$ cat src/design/axi_bus_pkg.sv
// AXI read channel field widths

package axi_bus_pkg;

  // Address and data
  localparam int addr_w = 40;
  localparam int data_w = 128;

  // Transaction ID
  localparam int id_w   = 8;

  // Response field
  localparam int resp_w = 2;

  localparam logic [resp_w-1:0] resp_okay   = 2'b00;
  localparam logic [resp_w-1:0] resp_slverr = 2'b10; // Used by both error holes

endpackage

$ cat src/design/axi_map_pkg.sv
// Read crossbar address map

package axi_map_pkg;

  // One slave port per region
  localparam int num_slaves = 4;

  // Slave index follows region order
  typedef enum logic [1:0] {
    sram   = 2'd0,
    err_lo = 2'd1,
    apb    = 2'd2,
    err_hi = 2'd3
  } region_t;

  // On-chip SRAM
  localparam logic [39:0] sram_start   = 40'h00_0000_0000;
  localparam logic [39:0] sram_end     = 40'h00_00ff_ffff;

  // Hole below the APB window
  localparam logic [39:0] err_lo_start = 40'h00_0100_0000;
  localparam logic [39:0] err_lo_end   = 40'h00_0fff_ffff;

  // APB bridge
  localparam logic [39:0] apb_start    = 40'h00_1000_0000;
  localparam logic [39:0] apb_end      = 40'h00_1fff_ffff;

  // Everything above, up to the top of the 40-bit space
  localparam logic [39:0] err_hi_start = 40'h00_2000_0000;
  localparam logic [39:0] err_hi_end   = 40'hff_ffff_ffff;

endpackage

$ cat src/design/ar_region_decoder.sv
// AR channel region decoder

`timescale 1ns/1ps

module ar_region_decoder
  import axi_map_pkg::*;
  import axi_bus_pkg::*;
(
  input  logic [addr_w-1:0]     araddr,
  input  logic                  arvalid,
  output logic [num_slaves-1:0] arvalid_s,
  input  logic [num_slaves-1:0] arready_s,
  output logic                  arready
);

  logic [num_slaves-1:0] ar_sel;   // One-hot region select
  logic                  in_sram;
  logic                  in_err_lo;
  logic                  in_apb;
  logic                  in_err_hi;

  // Range compares, inclusive at both ends
  assign in_sram   = (araddr >= sram_start)   && (araddr <= sram_end);
  assign in_err_lo = (araddr >= err_lo_start) && (araddr <= err_lo_end);
  assign in_apb    = (araddr >= apb_start)    && (araddr <= apb_end);
  assign in_err_hi = (araddr >= err_hi_start) && (araddr <= err_hi_end);

  // Bit position follows region_t order
  always_comb begin
    ar_sel         = '0;
    ar_sel[sram]   = in_sram;
    ar_sel[err_lo] = in_err_lo;
    ar_sel[apb]    = in_apb;
    ar_sel[err_hi] = in_err_hi;
  end

  // Request goes to the selected slave only
  assign arvalid_s = ar_sel & {num_slaves{arvalid}};

  // Map is complete, so exactly one bit survives
  assign arready = |(ar_sel & arready_s);

endmodule

$ cat src/design/axi_read_xbar.sv
// Read-only AXI crossbar top

`timescale 1ns/1ps

module axi_read_xbar
  import axi_map_pkg::*;
  import axi_bus_pkg::*;
(
  input  logic                              aclk,
  input  logic                              aresetn,

  // Master AR
  input  logic [addr_w-1:0]                 araddr,
  input  logic                              arvalid,
  output logic                              arready,

  // Slave AR
  output logic [num_slaves-1:0]             arvalid_s,
  input  logic [num_slaves-1:0]             arready_s,

  // Master R
  output logic                              rvalid,
  output logic [data_w-1:0]                 rdata,
  output logic [id_w-1:0]                   rid,
  output logic [resp_w-1:0]                 rresp,
  output logic                              rlast,
  input  logic                              rready,

  // Slave R
  input  logic [num_slaves-1:0]             rvalid_s,
  input  logic [num_slaves-1:0][data_w-1:0] rdata_s,
  input  logic [num_slaves-1:0][id_w-1:0]   rid_s,
  input  logic [num_slaves-1:0][resp_w-1:0] rresp_s,
  input  logic [num_slaves-1:0]             rlast_s,
  output logic [num_slaves-1:0]             rready_s
);

  logic [num_slaves-1:0] r_grant;  // Current R channel owner

  ar_region_decoder u_ar_dec (
    .araddr    (araddr),
    .arvalid   (arvalid),
    .arvalid_s (arvalid_s),
    .arready_s (arready_s),
    .arready   (arready)
  );

  r_owner_fsm u_r_fsm (
    .aclk     (aclk),
    .aresetn  (aresetn),
    .rvalid_s (rvalid_s),
    .rlast_s  (rlast_s),
    .rready   (rready),
    .grant    (r_grant)
  );

  r_return_mux u_r_mux (
    .grant    (r_grant),
    .rvalid_s (rvalid_s),
    .rdata_s  (rdata_s),
    .rid_s    (rid_s),
    .rresp_s  (rresp_s),
    .rlast_s  (rlast_s),
    .rvalid   (rvalid),
    .rdata    (rdata),
    .rid      (rid),
    .rresp    (rresp),
    .rlast    (rlast),
    .rready   (rready),
    .rready_s (rready_s)
  );

endmodule

$ cat src/design/r_owner_fsm.sv
// R channel burst owner FSM

`timescale 1ns/1ps

module r_owner_fsm
  import axi_map_pkg::*;
(
  input  logic                  aclk,
  input  logic                  aresetn,
  input  logic [num_slaves-1:0] rvalid_s,
  input  logic [num_slaves-1:0] rlast_s,
  input  logic                  rready,
  output logic [num_slaves-1:0] grant
);

  typedef enum logic {
    st_idle,
    st_locked
  } state_t;

  state_t  state_q;
  state_t  state_d;
  region_t owner_q;    // Slave holding the channel while locked
  region_t owner_d;
  region_t pick_idx;   // Fixed-priority winner in idle
  logic    pick_vld;
  logic    pick_done;  // Winner's beat is its last and goes through now
  logic    owner_done;

  // Lowest index with valid data wins
  always_comb begin
    pick_idx = sram;
    pick_vld = 1'b0;
    for (int i = num_slaves - 1; i >= 0; i--) begin
      if (rvalid_s[i]) begin
        pick_idx = region_t'(i);
        pick_vld = 1'b1;
      end
    end
  end

  assign pick_done  = rready & rlast_s[pick_idx];
  assign owner_done = rvalid_s[owner_q] & rready & rlast_s[owner_q];

  always_comb begin
    grant = '0;
    if (state_q == st_locked) begin
      grant[owner_q] = 1'b1;       // Other slaves wait for rlast
    end else if (pick_vld) begin
      grant[pick_idx] = 1'b1;
    end
  end

  always_comb begin
    state_d = state_q;
    owner_d = owner_q;
    case (state_q)
      st_idle: begin
        // Single-beat burst accepted now needs no lock
        if (pick_vld && !pick_done) begin
          state_d = st_locked;
          owner_d = pick_idx;
        end
      end
      st_locked: begin
        if (owner_done) begin
          state_d = st_idle;
        end
      end
      default: state_d = st_idle;
    endcase
  end

  always_ff @(posedge aclk or negedge aresetn) begin
    if (!aresetn) begin
      state_q <= st_idle;
      owner_q <= sram;
    end else begin
      state_q <= state_d;
      owner_q <= owner_d;
    end
  end

endmodule

$ cat src/design/r_return_mux.sv
// R channel return multiplexer

`timescale 1ns/1ps

module r_return_mux
  import axi_map_pkg::*;
  import axi_bus_pkg::*;
(
  input  logic [num_slaves-1:0]             grant,
  input  logic [num_slaves-1:0]             rvalid_s,
  input  logic [num_slaves-1:0][data_w-1:0] rdata_s,
  input  logic [num_slaves-1:0][id_w-1:0]   rid_s,
  input  logic [num_slaves-1:0][resp_w-1:0] rresp_s,
  input  logic [num_slaves-1:0]             rlast_s,
  output logic                              rvalid,
  output logic [data_w-1:0]                 rdata,
  output logic [id_w-1:0]                   rid,
  output logic [resp_w-1:0]                 rresp,
  output logic                              rlast,
  input  logic                              rready,
  output logic [num_slaves-1:0]             rready_s
);

  // Grant is one-hot or zero, so at most one slave is picked
  always_comb begin
    rvalid = 1'b0;
    rdata  = '0;
    rid    = '0;
    rresp  = resp_okay;
    rlast  = 1'b0;
    for (int i = 0; i < num_slaves; i++) begin
      if (grant[i]) begin
        rvalid = rvalid_s[i];
        rdata  = rdata_s[i];
        rid    = rid_s[i];
        rresp  = rresp_s[i];
        rlast  = rlast_s[i];
      end
    end
  end

  // Master's ready reaches the owner alone
  assign rready_s = grant & {num_slaves{rready}};

endmodule

$ cat config.mk
export PLATFORM = sky130hd
export DESIGN_NAME = axi_read_xbar
export DESIGN_NICKNAME = d
export VERILOG_FILES = /design/src/design/axi_bus_pkg.sv /design/src/design/axi_map_pkg.sv /design/src/design/ar_region_decoder.sv /design/src/design/axi_read_xbar.sv /design/src/design/r_owner_fsm.sv /design/src/design/r_return_mux.sv
export SDC_FILE = /design/constraint.sdc
export NUM_CORES = 1
export LEC_CHECK = 0
export ABC_AREA = 1
export BUFFER_PORTS_ARGS = -buffer_cell sky130_fd_sc_hd__clkbuf_2
export CAP_MARGIN = 40
export CORE_AREA = 10 10 288 290
export DETAILED_ROUTE_END_ITERATION = 8
export DIE_AREA = 0 0 298 300
export GPL_ROUTABILITY_DRIVEN = 0
export GPL_TIMING_DRIVEN = 0
export SKIP_LAST_GASP = 1
export SYNTH_ARGS = -nofsm -noshare
export SYNTH_HDL_FRONTEND = slang
export SYNTH_SLANG_ARGS = --single-unit
$ cat constraint.sdc
create_clock -name aclk -period 2.4 [get_ports aclk]
set_input_delay 0.24 -clock aclk [delete_from_list [all_inputs] [get_ports aclk]]
set_output_delay 0.24 -clock aclk [all_outputs]
set_load 0.01 [all_outputs]
==> results.json, run 1 <==
{
  "status": "complete, no violations",
  "pre_cts_ws_ps": -545,
  "cts_buffer_depth": 2,
  "synth_top_cells_by_count": "583 x nand2_1, 144 x nand4_1, 43 x buf_2",
  "finalPower_w": 0.00968,
  "io_pins": 757,
  "die_w_um": 298,
  "synthFlopType": "dfrtp_1",
  "layout-drive-gt1-share": 0.511,
  "viasPerCell": 3.41,
  "cts_tree": "done",
  "start_util": 0.0499,
  "synth_nets": 1464,
  "root_buffer": "clkbuf_16",
  "synth.top_cell.area_share": 0.568,
  "worst_slack_ps": 62.8,
  "drc": 0,
  "stdcell_area_um2": 9220,
  "cp_max_fo": 10,
  "cts_made_buffers": 3,
  "synth_seq_cells": 3,
  "hold_viol": 0,
  "grt_usage": 0.126,
  "clk_latency_ps": 220,
  "routedWlPerCell_um": 22.8,
  "start_kind": "register",
  "synth_edf_count": 0,
  "worst-endpoint-required_ps": 2160,
  "syn_area_um2": 3850,
  "grt_pass1_wl_um": 79200,
  "coreArea_um2": 77100,
  "grt_pass1_vias": 9641,
  "antenna_found_initial": 31,
  "max_freq_ghz": 0.428,
  "syn_area_per_cell_um2": 4.50,
  "wl_um": 60200,
  "ys_async_sr_fraction": 1.00,
  "final_util": 0.120,
  "multiInputGateArea_um2": 3360,
  "rows": 102,
  "placement.io_buffers": 732,
  "fill_cells": 9200,
  "clk_pin_slew_ps": 30,
  "synth_warnings": 0,
  "regArea_um2": 77.6,
  "detailed_place.area_um2": 8810,
  "max-slew-margin-rel": 0.796,
  "tightestPinTransition_ps": 303,
  "final-setup-viol-count": 0,
  "detail-route-antenna-nets": 0,
  "first_pass_iters": 5,
  "die_y_um": 300,
  "synth_most_common_cell": "nand2_1",
  "leakage_nw": 4.94,
  "path_class": "register to output pin",
  "period_needed_ps": 2340,
  "yosysSeqAreaShare": 0.0195,
  "crit_arrival_ps": 2100,
  "rsz0062_at_grt": "true",
  "finalCritPeriodShare": 0.974,
  "die-area_um2": 89400,
  "cap_violations": 0,
  "slew_violations": 0,
  "hpwl_um": 54000,
  "cts_max_level": 1,
  "cts.sinks": 3,
  "syn2layout_area_growth_pct": 139,
  "crit_path_end_kind": "output pin",
  "yosysTopAreaCell": "nand2_1",
  "grt-ovfl-total": 0,
  "setup_tns_ps": 0,
  "ys_types": 23,
  "synth_area_leaders": "nand2_1 57%, nand4_1 23%, buf_2 5.6%",
  "power_density_nw_per_um2": 1050,
  "grt_max_degree": 12,
  "finClkSkew_ps": 1.97,
  "dr_total_vias": 9001,
  "hp-class": "primary input to register",
  "finalNetCount": 2207,
  "drt_iter0_drc": 477,
  "ir_drop_mv": 0.744,
  "syn_inst": 856
}
## layer usage
metal | GRT usage | routed length (um) | vias to the layer above
met5 | 0 | 172 | -
met4 | 0.0183 | 1090 | 26
met3 | 0.0476 | 5640 | 79
met2 | 0.213 | 27700 | 575
met1 | 0.153 | 25600 | 3999
li1 | - | - | 4322
## logic make-up after synthesis
logic type	share of synthesized area
flops	0.0195
simple gates	0.844
compound gates	0.0211
buf+inv	0.116
## report_power, final
group          total (W)  internal (W)  switching, W
clock           0.000269      0.000220     0.0000490
sequential      0.000115     0.0000777     0.0000368
combinational    0.00930       0.00333       0.00597
## sequential cells by signal, indices dropped and copies added, names as in the netlist
| signal | cells |
|---|---|
| u_r_fsm.owner_q | 2 |
| u_r_fsm.state_q | 1 |
## cell type report
type	count	area share
buffer	59	0.0563
antenna	4	0.00109
timing repair buffer	740	0.412
sequential	3	0.00841
inverter	20	0.00814
clock buffer	4	0.00855
multi-input combinational	772	0.364
tap	1040	0.141
## path summary, 6_finish.rpt
check,end,depth (start not counted),slack (ps),from
min,u_r_fsm.state_q,4,380,rready
max in group asynchronous,u_r_fsm.state_q,2,1740,aresetn
max,rdata[62],9,60,u_r_fsm.state_q
max reg2reg,u_r_fsm.state_q,7,1130,u_r_fsm.owner_q[0]
min reg2reg,u_r_fsm.owner_q[1],2,580,u_r_fsm.owner_q[1]
min in group asynchronous,u_r_fsm.owner_q[1],2,540,aresetn
## cell usage in the layout, fill, tap and decap left out
cell type	instances
clkbuf_2	735
nand2_1	582
nand4_1	144
buf_6	19
buf_2	18
inv_1	15
nor2_1	14
nand3_1	12
buf_4	9
buf_12	7
clkbuf_4	7
inv_2	5
diode_2	4
clkbuf_16	4
nor2_2	3
a21oi_1	3
o21ai_4	2
nor3_1	2
nor4_1	2
dfrtp_2	2
o21ai_2	1
o21bai_4	1
nor3b_1	1
buf_8	1
nand2_2	1
o2111ai_1	1
a31oi_1	1
o22ai_1	1
o211ai_1	1
clkbuf_1	1
buf_16	1
dlygate4sd3_1	1
dfrtp_1	1
## worst max-delay path, stage by stage (launching register included)
cell and delay [ps]:
dfrtp_2 450, inv_2 140, nand2_1 120, o21ai_4 170
buf_12 150, buf_12 160, clkbuf_4 220, nand2_1 110
nand4_1 180, clkbuf_2 170
## stage by stage
stage	instances	hold slack [ps]
final	2642	381
after global routing	2640	425
after CTS	2634	384
after detailed placement	2628	46.9
after global placement	2628	42.0
after floorplan	856	-55.6
## repair_timing
item / in CTS / in global routing
hold buffers: 1 / 0
hold endpoints to repair: 3 / 0
buffers inserted: 1 / 4
endpoints found under the setup margin: 123 / 89
resized for setup: 41 / 26
cloned: 1 / 1
(Power assumes the default switching activity.)
==> run 2: changes to the inputs <==
--- a/config.mk
+++ b/config.mk
@@ -12,7 +12,7 @@
 export DETAILED_ROUTE_END_ITERATION = 8
 export DIE_AREA = 0 0 298 300
 export GPL_ROUTABILITY_DRIVEN = 0
-export GPL_TIMING_DRIVEN = 0
+export PLACE_DENSITY = 0.35
 export SKIP_LAST_GASP = 1
 export SYNTH_ARGS = -nofsm -noshare
 export SYNTH_HDL_FRONTEND = slang
==> results.json, run 2 (same netlist as run 1, synthesis figures left out) <==
{
  "layout-drive-gt1-share": 0.505,
  "p_comb_frac": 0.958,
  "grt-ovfl-total": 0,
  "start_util": 0.0499,
  "hold_viol": 0,
  "cts.sinks": 3,
  "start_kind": "register",
  "cp_max_fo": 26,
  "grt_usage": 0.101,
  "ir_drop_mv": 0.387,
  "placement.io_buffers": 732,
  "syn2layout_area_growth_pct": 138,
  "clk_latency_ps": 220,
  "viasPerCell": 3.29,
  "final-setup-viol-count": 0,
  "worst_slack_ps": 102,
  "layout_commonest_cell": "clkbuf_2",
  "pre_cts_ws_ps": 256,
  "drc": 0,
  "hp-class": "primary input to register",
  "dr_total_vias": 8660,
  "wl_um": 49600,
  "intPower_w": 0.00359,
  "power_density_nw_per_um2": 1010,
  "leakage_nw": 4.89,
  "finClkSkew_ps": 0.590,
  "finalPower_w": 0.00925,
  "grt_max_degree": 60,
  "rsz0062_at_grt": "true",
  "io_pins": 757,
  "root_buffer": "clkbuf_16",
  "path_class": "register to output pin",
  "cap_violations": 0,
  "cts_tree": "done",
  "detail-route-antenna-nets": 0,
  "final_util": 0.119,
  "hpwl_um": 44700,
  "tightestPinTransition_ps": 340,
  "crit_path_end_kind": "output pin",
  "top_register": "u_r_fsm.owner_q",
  "finalCritPeriodShare": 0.958,
  "die_y_um": 300,
  "fill_cells": 9346,
  "swShare": 0.612,
  "worst-endpoint-required_ps": 2160,
  "antenna_found_initial": 11,
  "cts_made_buffers": 3,
  "cts_max_level": 1,
  "clkPwrFrac": 0.028,
  "coreArea_um2": 77100,
  "die-area_um2": 89400,
  "rows": 102,
  "first_pass_iters": 4,
  "period_needed_ps": 2300,
  "largestRegisters": "u_r_fsm.owner_q (2), u_r_fsm.state_q (1)",
  "max_freq_ghz": 0.435,
  "power_frac_seq": 0.014,
  "p_switching_w": 0.00566,
  "max-slew-margin-rel": 0.773,
  "routedWlPerCell_um": 18.9,
  "whs_ps": 401,
  "clk_pin_slew_ps": 30,
  "setup_tns_ps": 0,
  "finalNetCount": 2195,
  "status": "complete, no violations",
  "mostFrequentLayoutCells": "731 x clkbuf_2, 583 x nand2_1, 144 x nand4_1, 41 x buf_4, 15 x inv_1",
  "cts_buffer_depth": 2,
  "grt_pass1_vias": 9475,
  "slew_violations": 0,
  "drt_iter0_drc": 313,
  "largest_register_ffs": 2,
  "die_w_um": 298,
  "grt_pass1_wl_um": 67400,
  "crit_arrival_ps": 2060
}
==> run 2: changes by cell type in the layout (fill, tap and decap cells not counted), moves of 2 or more <==
cell	before	now
dfrtp_2	2	0
clkbuf_2	735	731
buf_12	7	12
dfrtp_1	1	3
clkbuf_4	7	0
buf_6	19	0
buf_4	9	41
buf_2	18	0
==> run 2: critical path: stages (launching register included) <==
cell	delay, ps
dfrtp_1	450
inv_2	120
nand2_1	110
o21ai_4	280
buf_12	210
buf_12	200
nand2_1	60
nand4_1	170
clkbuf_2	180
==> run 2: metrics by stage <==
stage	area, um^2	cells
6_report	9160	2629
3_3_place_gp	8980	2615
3_5_place_dp	8980	2615
5_1_grt	9160	2627
2_1_floorplan	3850	856
4_1_cts	9070	2620
==> run 2: path summary, 6_finish.rpt <==
check | startpoint | end | slack, ps | depth (start not counted)
worst max-delay path | u_r_fsm.state_q | rdata[103] | 100 | 8
worst min-delay path | rready | u_r_fsm.state_q | 400 | 4
worst max register to register | u_r_fsm.owner_q[0] | u_r_fsm.state_q | 1190 | 5
worst min register to register | u_r_fsm.state_q | u_r_fsm.state_q | 640 | 2
max in group asynchronous | aresetn | u_r_fsm.owner_q[0] | 1840 | 2
min in group asynchronous | aresetn | u_r_fsm.owner_q[1] | 450 | 2
==> run 2: layer usage <==
| layer | global-route usage | vias to the layer above | share of wire |
|---|---|---|---|
| met5 | 0 | - | 0.0014 |
| met1 | 0.112 | 3850 | 0.39 |
| li1 | - | 4282 | - |
| met2 | 0.181 | 482 | 0.49 |
| met4 | 0.0154 | 10 | 0.015 |
| met3 | 0.0426 | 36 | 0.11 |
==> run 2: cell type report <==
| cell class | count | area, um^2 | area share |
|---|---|---|---|
| Tap cell | 1040 | 1300 | 0.142 |
| Inverter | 20 | 77.6 | 0.00847 |
| Multi-Input combinational cell | 772 | 3350 | 0.366 |
| Sequential cell | 3 | 75.1 | 0.00819 |
| Timing Repair Buffer | 787 | 4270 | 0.466 |
| Antenna cell | 3 | 7.51 | 0.000819 |
| Clock buffer | 4 | 78.8 | 0.00860 |
==> run 2: power by group through the flow <==
stage                     registers, W  logic, W  clock network [W]
after global routing          0.000137   0.00977           0.000272
after floorplan              0.0000971   0.00422                  0
after CTS                     0.000126   0.00891           0.000266
after detailed placement      0.000127   0.00888                  0
final                         0.000129   0.00886           0.000262
after global placement        0.000127   0.00895                  0
==> run 2: repair_timing <==
item,4_1_cts,5_1_grt
endpoints found under the hold margin,3,0
hold buffers,1,0
gates resized for setup,0,1
setup endpoints to repair,0,7
buffers inserted,0,4
